--- src/drr_pkg.sv ---
`default_nettype none

package drr_pkg;

    // modifiable part of a queued micro-op
    localparam int meta_w     = 2;
    localparam int meta_valid = 1;
    localparam int meta_fault = 0;

    // architectural register file
    localparam int reg_w     = 32;
    localparam int reg_idx_w = 3;
    localparam int num_regs  = 8;

    // operand word and its fields
    localparam int opnd_w  = 40;
    localparam int scale_w = 2;

    // fixed part, eip on top, then is_imm, then operand
    localparam int payload_w  = 73;
    localparam int pl_eip_hi  = 72;
    localparam int pl_eip_lo  = 41;
    localparam int pl_is_imm  = 40;
    localparam int pl_opnd_hi = 39;
    localparam int pl_opnd_lo = 0;

    // default latch queue depth
    localparam int queue_depth = 8;

    // immediate view, upper bits unused
    typedef struct packed {
        logic [opnd_w-reg_w-1:0] rsvd;
        logic [reg_w-1:0]        imm;
    } opnd_imm_t;

    // memory reference view
    typedef struct packed {
        logic [reg_w-1:0]     disp;
        logic [reg_idx_w-1:0] base;
        logic [reg_idx_w-1:0] index;
        logic [scale_w-1:0]   scale;
    } opnd_mem_t;

    // one operand word, decoded by is_imm
    typedef union packed {
        opnd_imm_t imm;
        opnd_mem_t mem;
    } opnd_u;

endpackage

`default_nettype wire
--- src/queue_if.sv ---
`timescale 1ns/10ps
`default_nettype none

// head of the decode queue as seen by the rrag stage
interface queue_if;
    import drr_pkg::*;

    // no entry held
    logic                 empty;
    // oldest entry, valid while empty is low
    logic [meta_w-1:0]    head_meta;
    logic [payload_w-1:0] head_payload;
    // head leaves the queue at this edge
    logic                 pop;

    modport producer (
        output empty,
        output head_meta,
        output head_payload,
        input  pop
    );

    modport consumer (
        input  empty,
        input  head_meta,
        input  head_payload,
        output pop
    );

endinterface

`default_nettype wire

--- src/d_rrag_top.sv ---
`timescale 1ns/10ps
`default_nettype none

// decode to rrag latch queue with its rrag stage
module d_rrag_top (
    input  logic                                                clk,
    input  logic                                                arst_n,
    input  logic                                                wr,
    input  logic [drr_pkg::meta_w-1:0]                         meta_in,
    input  logic [drr_pkg::payload_w-1:0]                      payload_in,
    input  logic                                                clr,
    input  logic [drr_pkg::queue_depth-1:0]                    modify_vector,
    input  logic [drr_pkg::queue_depth*drr_pkg::meta_w-1:0]    new_meta_vector,
    input  logic                                                rf_we,
    input  logic [drr_pkg::reg_idx_w-1:0]                      rf_waddr,
    input  logic [drr_pkg::reg_w-1:0]                          rf_wdata,
    input  logic                                                stall,
    output logic                                                full,
    output logic                                                empty,
    output logic [drr_pkg::queue_depth*drr_pkg::meta_w-1:0]    old_meta_vector,
    output logic                                                res_valid,
    output logic                                                res_fault,
    output logic [drr_pkg::reg_w-1:0]                          res_eip,
    output logic [drr_pkg::reg_w-1:0]                          res_value
);
    import drr_pkg::*;

    // queue head to rrag stage
    queue_if q_bus ();

    // base and index read ports
    logic [reg_idx_w-1:0] rf_raddr_a;
    logic [reg_idx_w-1:0] rf_raddr_b;
    logic [reg_w-1:0]     rf_rdata_a;
    logic [reg_w-1:0]     rf_rdata_b;

    assign empty = q_bus.empty;

    uop_queue #(
        .depth (queue_depth)
    ) u_queue (
        .clk             (clk),
        .arst_n          (arst_n),
        .wr              (wr),
        .meta_in         (meta_in),
        .payload_in      (payload_in),
        .clr             (clr),
        .modify_vector   (modify_vector),
        .new_meta_vector (new_meta_vector),
        .full            (full),
        .old_meta_vector (old_meta_vector),
        .q               (q_bus.producer)
    );

    reg_file u_rf (
        .clk     (clk),
        .arst_n  (arst_n),
        .we      (rf_we),
        .waddr   (rf_waddr),
        .wdata   (rf_wdata),
        .raddr_a (rf_raddr_a),
        .raddr_b (rf_raddr_b),
        .rdata_a (rf_rdata_a),
        .rdata_b (rf_rdata_b)
    );

    addr_gen u_agen (
        .clk        (clk),
        .arst_n     (arst_n),
        .stall      (stall),
        .q          (q_bus.consumer),
        .rf_raddr_a (rf_raddr_a),
        .rf_raddr_b (rf_raddr_b),
        .rf_rdata_a (rf_rdata_a),
        .rf_rdata_b (rf_rdata_b),
        .res_valid  (res_valid),
        .res_fault  (res_fault),
        .res_eip    (res_eip),
        .res_value  (res_value)
    );

endmodule

`default_nettype wire

--- src/addr_gen.sv ---
`timescale 1ns/10ps
`default_nettype none

// rrag stage
// pops the queue head and produces an immediate or effective address
module addr_gen (
    input  logic                           clk,
    input  logic                           arst_n,
    input  logic                           stall,
    queue_if.consumer                      q,
    output logic [drr_pkg::reg_idx_w-1:0] rf_raddr_a,
    output logic [drr_pkg::reg_idx_w-1:0] rf_raddr_b,
    input  logic [drr_pkg::reg_w-1:0]     rf_rdata_a,
    input  logic [drr_pkg::reg_w-1:0]     rf_rdata_b,
    output logic                           res_valid,
    output logic                           res_fault,
    output logic [drr_pkg::reg_w-1:0]     res_eip,
    output logic [drr_pkg::reg_w-1:0]     res_value
);
    import drr_pkg::*;

    opnd_u            opnd;
    logic             is_imm;
    logic [reg_w-1:0] eip;
    logic [reg_w-1:0] scaled_index;
    logic [reg_w-1:0] mem_addr;
    logic [reg_w-1:0] value;
    logic             accept;

    // take the head whenever one is there
    assign q.pop = ~q.empty & ~stall;

    // split the fixed part
    assign eip    = q.head_payload[pl_eip_hi:pl_eip_lo];
    assign is_imm = q.head_payload[pl_is_imm];
    assign opnd   = q.head_payload[pl_opnd_hi:pl_opnd_lo];

    // base and index reads, don't care for immediates
    assign rf_raddr_a = opnd.mem.base;
    assign rf_raddr_b = opnd.mem.index;

    // base + (index << scale) + disp, wraps at 32 bits
    assign scaled_index = rf_rdata_b << opnd.mem.scale;
    assign mem_addr     = rf_rdata_a + scaled_index + opnd.mem.disp;

    assign value = is_imm ? opnd.imm.imm : mem_addr;

    // squashed entries leave without a result
    assign accept = q.pop & q.head_meta[meta_valid];

    // result strobe
    always_ff @(posedge clk or negedge arst_n) begin
        if (!arst_n) begin
            res_valid <= 1'b0;
        end else begin
            res_valid <= accept;
        end
    end

    // result fields, qualified by res_valid
    // fault rides along unchanged
    always_ff @(posedge clk) begin
        if (accept) begin
            res_fault <= q.head_meta[meta_fault];
            res_eip   <= eip;
            res_value <= value;
        end
    end

endmodule

`default_nettype wire

--- src/reg_file.sv ---
`timescale 1ns/10ps
`default_nettype none

// architectural registers seen by address generation
module reg_file (
    input  logic                           clk,
    input  logic                           arst_n,
    input  logic                           we,
    input  logic [drr_pkg::reg_idx_w-1:0] waddr,
    input  logic [drr_pkg::reg_w-1:0]     wdata,
    input  logic [drr_pkg::reg_idx_w-1:0] raddr_a,
    input  logic [drr_pkg::reg_idx_w-1:0] raddr_b,
    output logic [drr_pkg::reg_w-1:0]     rdata_a,
    output logic [drr_pkg::reg_w-1:0]     rdata_b
);
    import drr_pkg::*;

    logic [reg_w-1:0] regs [num_regs];

    // single write port from outside the core slice
    always_ff @(posedge clk or negedge arst_n) begin
        if (!arst_n) begin
            for (int i = 0; i < num_regs; i++) begin
                regs[i] <= '0;
            end
        end else if (we) begin
            regs[waddr] <= wdata;
        end
    end

    // base read
    assign rdata_a = regs[raddr_a];
    // index read
    assign rdata_b = regs[raddr_b];

endmodule

`default_nettype wire

--- src/uop_queue.sv ---
`timescale 1ns/10ps
`default_nettype none

// circular queue of decode latches
// depth of 2 or more
module uop_queue #(
    parameter int depth = drr_pkg::queue_depth
) (
    input  logic                                 clk,
    input  logic                                 arst_n,
    input  logic                                 wr,
    input  logic [drr_pkg::meta_w-1:0]          meta_in,
    input  logic [drr_pkg::payload_w-1:0]       payload_in,
    input  logic                                 clr,
    input  logic [depth-1:0]                     modify_vector,
    input  logic [depth*drr_pkg::meta_w-1:0]    new_meta_vector,
    output logic                                 full,
    output logic [depth*drr_pkg::meta_w-1:0]    old_meta_vector,
    queue_if.producer                            q
);
    import drr_pkg::*;

    localparam int ptr_w = $clog2(depth);
    localparam int cnt_w = $clog2(depth + 1);

    logic [ptr_w-1:0]     head;
    logic [ptr_w-1:0]     tail;
    logic [cnt_w-1:0]     count;
    logic                 push;
    logic                 pop;

    // per physical slot
    logic [meta_w-1:0]    slot_meta    [depth];
    logic [payload_w-1:0] slot_payload [depth];
    logic [meta_w-1:0]    slot_new     [depth];
    logic                 slot_mod     [depth];
    logic                 slot_load    [depth];

    // wrap at depth, not at a power of two
    function automatic logic [ptr_w-1:0] inc_ptr(input logic [ptr_w-1:0] p);
        if (p == ptr_w'(depth - 1)) begin
            return '0;
        end
        return p + 1'b1;
    endfunction

    // status from occupancy
    assign q.empty = (count == '0);
    assign full    = (count == cnt_w'(depth));

    // writes while full are dropped
    assign push = wr & ~full;
    assign pop  = q.pop & ~q.empty;

    // head entry straight out of its slot
    assign q.head_meta    = slot_meta[head];
    assign q.head_payload = slot_payload[head];

    // pointers and count, clr wins
    always_ff @(posedge clk or negedge arst_n) begin
        if (!arst_n) begin
            head  <= '0;
            tail  <= '0;
            count <= '0;
        end else if (clr) begin
            head  <= '0;
            tail  <= '0;
            count <= '0;
        end else begin
            if (push) begin
                tail <= inc_ptr(tail);
            end
            if (pop) begin
                head <= inc_ptr(head);
            end
            if (push && !pop) begin
                count <= count + 1'b1;
            end else if (pop && !push) begin
                count <= count - 1'b1;
            end
        end
    end

    // age to slot mapping for readback and modify
    always_comb begin
        int phys;
        for (int s = 0; s < depth; s++) begin
            slot_mod[s]  = clr;
            slot_new[s]  = '0;
            slot_load[s] = push & ~clr & (tail == ptr_w'(s));
        end
        old_meta_vector = '0;
        for (int a = 0; a < depth; a++) begin
            phys = int'(head) + a;
            if (phys >= depth) begin
                phys = phys - depth;
            end
            // ages past the count hold nothing
            if (a < int'(count)) begin
                old_meta_vector[a*meta_w +: meta_w] = slot_meta[phys];
                if (!clr && modify_vector[a]) begin
                    slot_mod[phys] = 1'b1;
                    slot_new[phys] = new_meta_vector[a*meta_w +: meta_w];
                end
            end
        end
    end

    // the latch entries
    // clr rewrites every meta to zero
    for (genvar s = 0; s < depth; s++) begin : g_slot
        queue_slot u_slot (
            .clk       (clk),
            .arst_n    (arst_n),
            .load      (slot_load[s]),
            .meta_d    (meta_in),
            .payload_d (payload_in),
            .modify    (slot_mod[s]),
            .new_meta  (slot_new[s]),
            .meta_q    (slot_meta[s]),
            .payload_q (slot_payload[s])
        );
    end

endmodule

`default_nettype wire

--- src/queue_slot.sv ---
`timescale 1ns/10ps
`default_nettype none

// one latch entry of the decode queue
module queue_slot (
    input  logic                           clk,
    input  logic                           arst_n,
    input  logic                           load,
    input  logic [drr_pkg::meta_w-1:0]    meta_d,
    input  logic [drr_pkg::payload_w-1:0] payload_d,
    input  logic                           modify,
    input  logic [drr_pkg::meta_w-1:0]    new_meta,
    output logic [drr_pkg::meta_w-1:0]    meta_q,
    output logic [drr_pkg::payload_w-1:0] payload_q
);

    // modifiable part
    // load has priority, modify only touches meta
    always_ff @(posedge clk or negedge arst_n) begin
        if (!arst_n) begin
            meta_q <= '0;
        end else if (load) begin
            meta_q <= meta_d;
        end else if (modify) begin
            meta_q <= new_meta;
        end
    end

    // fixed part, written once per entry
    always_ff @(posedge clk) begin
        if (load) begin
            payload_q <= payload_d;
        end
    end

endmodule

`default_nettype wire

--- config.mk ---
export PLATFORM = sky130hd
export DESIGN_NAME = d_rrag_top
export DESIGN_NICKNAME = d
export VERILOG_FILES = /design/src/drr_pkg.sv /design/src/queue_if.sv /design/src/d_rrag_top.sv /design/src/addr_gen.sv /design/src/reg_file.sv /design/src/uop_queue.sv /design/src/queue_slot.sv
export SDC_FILE = /design/constraint.sdc
export NUM_CORES = 2
export LEC_CHECK = 0
export BUFFER_PORTS_ARGS = -buffer_cell sky130_fd_sc_hd__buf_2
export CORE_MARGIN = 2
export CORE_UTILIZATION = 50
export CTS_CLUSTER_DIAMETER = 50
export CTS_CLUSTER_SIZE = 25
export DETAILED_ROUTE_END_ITERATION = 8
export PLACE_DENSITY = 0.67
export SLEW_MARGIN = 20
export SYNTH_ARGS = -nofsm -noshare
export SYNTH_HDL_FRONTEND = slang
export SYNTH_HIERARCHICAL = 1
export SYNTH_SLANG_ARGS = --single-unit
--- constraint.sdc ---
create_clock -name clk -period 11.3 [get_ports clk]
set_input_delay 2.26 -clock clk [delete_from_list [all_inputs] [get_ports clk]]
set_output_delay 2.26 -clock clk [all_outputs]
set_load 0.01 [all_outputs]
==> flow_metrics.py <==
metrics = {
    "outcome": {
        "status": "completed",
    },
    "power": {
        "p_leak_nw": 18.41,
        "pwr_density_cell_nw_per_um2": 244.8,
        "ir_worst_vdd_uv": 166.3,
    },
    "layout": {
        "regArea_um2": 26580,
        "syn_to_final_growth_pct": 12.32,
        "nets": 3230,
        "fill_cells": 6890,
        "final_cell_count_no_fill": 4272,
        "multi_input_area_um2": 17750,
        "drive_above_1_share_pct": 33.42,
        "final_common_cell": "edfxtp_1",
        "final_cell_mix": "edfxtp_1 (649), nand2_1 (352), mux2_2 (314)",
    },
    "timing": {
        "worst_pin_slew_ps": 1086,
        "slew_violations": 0,
        "worst_clock_skew_ps": 47.50,
        "finalWorstSetupSlack_ps": 4019,
        "timing.setup.tns_ps": 0,
        "hold_violations": 0,
        "max_freq_mhz": 137.3,
        "finalCriticalPeriod_ps": 7281,
        "setup_viol_count_final": 0,
        "min_period_over_period_pct": 64.44,
        "fin_hold_ws_ps": 504.7,
        "max-slew-margin-rel_pct": 27.57,
        "rsz0062_at_grt": "no",
    },
    "routing": {
        "vias": 27200,
        "wl_per_cell_um": 28.02,
        "ant_nets": 0,
        "post_drt_via_cell_ratio": 6.366,
        "drt_iter0_drc": 2527,
        "dr.pass1.iters": 5,
        "drt_wl_total_um": 119700,
        "drc_errors": 0,
    },
    "worst_setup_path": {
        "r2r-start": "u_queue/head[2]",
        "r2r-end": "u_agen/res_value[30]",
        "crit_type": "reg2reg",
        "start_kind": "flip-flop",
        "r2r_slack_ps": 4020,
        "critPathRequiredTime_ps": 11670,
        "crit_fanout": 54,
        "rr_worst_depth": 17,
        "end_kind": "flip-flop",
        "crit_arrival_ps": 7650,
    },
    "job": {
        "drv_cap": 0,
    },
    "clock_network": {
        "cts_num_sinks": 932,
        "cts_made_buffers": 96,
        "cts_tree": "built",
        "insertion_delay_ps": 690,
        "htree_levels": 3,
        "clkTransAtPathRegs_ps": 70,
        "cts_setup_buffers": 0,
        "clockBufferDepth": 3,
        "cts_hold_buffers": 0,
        "ctsRootBufferMaster": "clkbuf_16",
        "ctsResizeCount": 0,
    },
    "floorplan": {
        "row_count": 110,
        "core_area_um2": 89870,
        "io_pins": 224,
        "initial_core_util_pct": 50.36,
        "die_y_um": 304.9,
        "die_w_um": 304.9,
        "dieArea_um2": 92950,
    },
    "worst_hold_path": {
        "hold_path_class": "reg2reg",
        "hold_depth": 1,
        "holdCritStartpoint": "u_rf/regs[241]",
        "hold_end": "u_rf/regs[241]",
    },
    "synthesis": {
        "syn_avg_cell_area_um2": 16.01,
        "syn_inst": 2828,
        "synth_area_um2": 45260,
        "synth_warnings": 6,
        "postSynth.asyncResetShare_pct": 30.36,
        "synth_enable_flop_cells": 649,
        "syn_nets": 3050,
        "seq_area_frac_synth_pct": 58.70,
        "yosysUniqueCellTypes": 93,
        "synth-seq-cells": 932,
        "ys.flop_type": "edfxtp_1",
    },
    "grt": {
        "grt_pass1_vias": 28280,
        "grt_first_pass_wirelength_um": 178600,
        "grt_overflow": 0,
        "grtUsageTotal_pct": 25.67,
        "antenna_found_initial": 31,
        "grt_max_degree": 178,
    },
    "placement": {
        "dpl_worst_slack_ps": 4078,
        "dp_cells": 4086,
        "port_buffers": 223,
        "place_hpwl_um": 74060,
        "gp_congestion": 0.9425,
    },
}
-- final cells by class --
class / instances / share of cell area (%)
sequential: 932 / 52.29
timing repair buffer: 261 / 2.825
inverter: 36 / 0.2683
antenna: 5 / 0.02461
clock inverter: 71 / 1.770
clock buffer: 110 / 5.011
multi-input combinational: 1681 / 34.92
tap: 1176 / 2.894
-- through the flow --
stage	util [%]	area, um^2	power, W
5_1_grt	56.56	50840	0.01308
3_5_place_dp	52.72	47380	0.009059
3_3_place_gp	52.71	47370	0.008961
6_report	56.57	50840	0.01245
2_1_floorplan	-	45260	0.007862
4_1_cts	56.55	50830	0.01246
-- routing by layer --
metal | part of all wire, % | up-vias | track usage [%] | wire (um)
met3 | 6.4 | 286 | 5.173 | 7624
met2 | 50 | 1048 | 42.91 | 59350
met5 | 0.14 | - | 0 | 168
met1 | 40 | 14250 | 33.70 | 48410
li1 | - | 11590 | - | -
met4 | 3.5 | 26 | 8.807 | 4154
-- critical path, stage by stage (launching register included) --
cell,delay (ps)
dfrtp_4,670
clkinv_2,110
buf_4,340
buf_4,730
nand2_1,220
nand2_4,340
buf_4,860
mux4_1,670
mux2_2,320
fa_1,490
ha_1,400
a21o_1,200
a31oi_2,230
o21ai_2,130
a2111oi_4,370
a211oi_2,180
a2111oi_0,510
a221oi_1,100
-- logic make-up (layout without fill, tap and decap cells) --
family | Yosys count | after routing | synth area share, %
DFF | 932 | 932 | 58.70
muxes | 669 | 669 | 25.14
and+or+nand+nor | 583 | 583 | 5.672
AOI/OAI and AO/OA | 321 | 321 | 4.816
buffers and inverters | 215 | 478 | 2.366
adders and majority gates | 82 | 82 | 2.798
xor gates and xnor gates | 26 | 26 | 0.5031
other | 0 | 5 | 0
-- sequential cells by signal, summed over array words and instances, names as in the netlist --
| register | cells |
|---|---|
| u_agen/res_valid | 1 |
| u_agen/res_fault | 1 |
| u_queue/g_slot.u_slot/meta_q | 16 |
| u_agen/res_eip | 32 |
| u_agen/res_value | 32 |
| u_queue/g_slot.u_slot/payload_q | 584 |
| u_queue/count | 4 |
| u_queue/tail | 3 |
| u_queue/head | 3 |
| u_rf/regs | 256 |
-- cells in the mapped netlist (11+ instances only) --
| master | instances | area share, % |
|---|---|---|
| edfxtp_1 | 649 | 43 |
| nand2_1 | 359 | 3.0 |
| mux2_2 | 314 | 7.8 |
| dfrtp_1 | 283 | 16 |
| mux4_2 | 238 | 12 |
| mux4_1 | 80 | 4.6 |
| nor2_1 | 79 | 0.66 |
| a21oi_1 | 71 | 0.79 |
| clkbuf_1 | 54 | 0.45 |
| ha_1 | 50 | 1.4 |
| o21ai_0 | 50 | 0.55 |
| buf_2 | 49 | 0.54 |
| buf_1 | 37 | 0.31 |
| inv_1 | 33 | 0.27 |
| fa_1 | 32 | 1.4 |
| nor3_1 | 31 | 0.34 |
| mux2i_1 | 28 | 0.62 |
| o22ai_1 | 26 | 0.36 |
| o21ai_1 | 24 | 0.27 |
| nand3_1 | 22 | 0.24 |
| buf_4 | 19 | 0.32 |
| o221ai_1 | 18 | 0.35 |
| buf_6 | 17 | 0.42 |
| a31oi_1 | 16 | 0.22 |
| xnor2_1 | 15 | 0.29 |
| nor2b_1 | 13 | 0.18 |
| a21o_1 | 11 | 0.18 |
| nand4_1 | 11 | 0.15 |
| o31ai_1 | 11 | 0.18 |
| xor2_1 | 11 | 0.21 |
-- worst max path at each step --
| stage | from | end | cells past startpoint | slack [ps] |
|---|---|---|---|---|
| after floorplan | clr | u_queue/g_slot[0].u_slot/meta_q[0] | 5 | 2840 |
| after global placement | u_queue/head[0] | u_agen/res_value[27] | 16 | 4150 |
| after detailed placement | u_queue/head[1] | u_agen/res_value[30] | 16 | 4080 |
| after CTS | u_queue/head[0] | u_agen/res_value[30] | 16 | 3990 |
| after global routing | u_queue/head[0] | u_agen/res_value[30] | 16 | 3670 |
| final | u_queue/head[2] | u_agen/res_value[30] | 17 | 4020 |
-- where the power goes --
part	leakage, nW	switching, W	total [W]	internal (W)
sequential	9.30	0.000219	0.00425	0.00403
combinational	7.45	0.00270	0.00483	0.00213
clock	1.66	0.00149	0.00337	0.00188
Power figures use the tool's default switching activity.
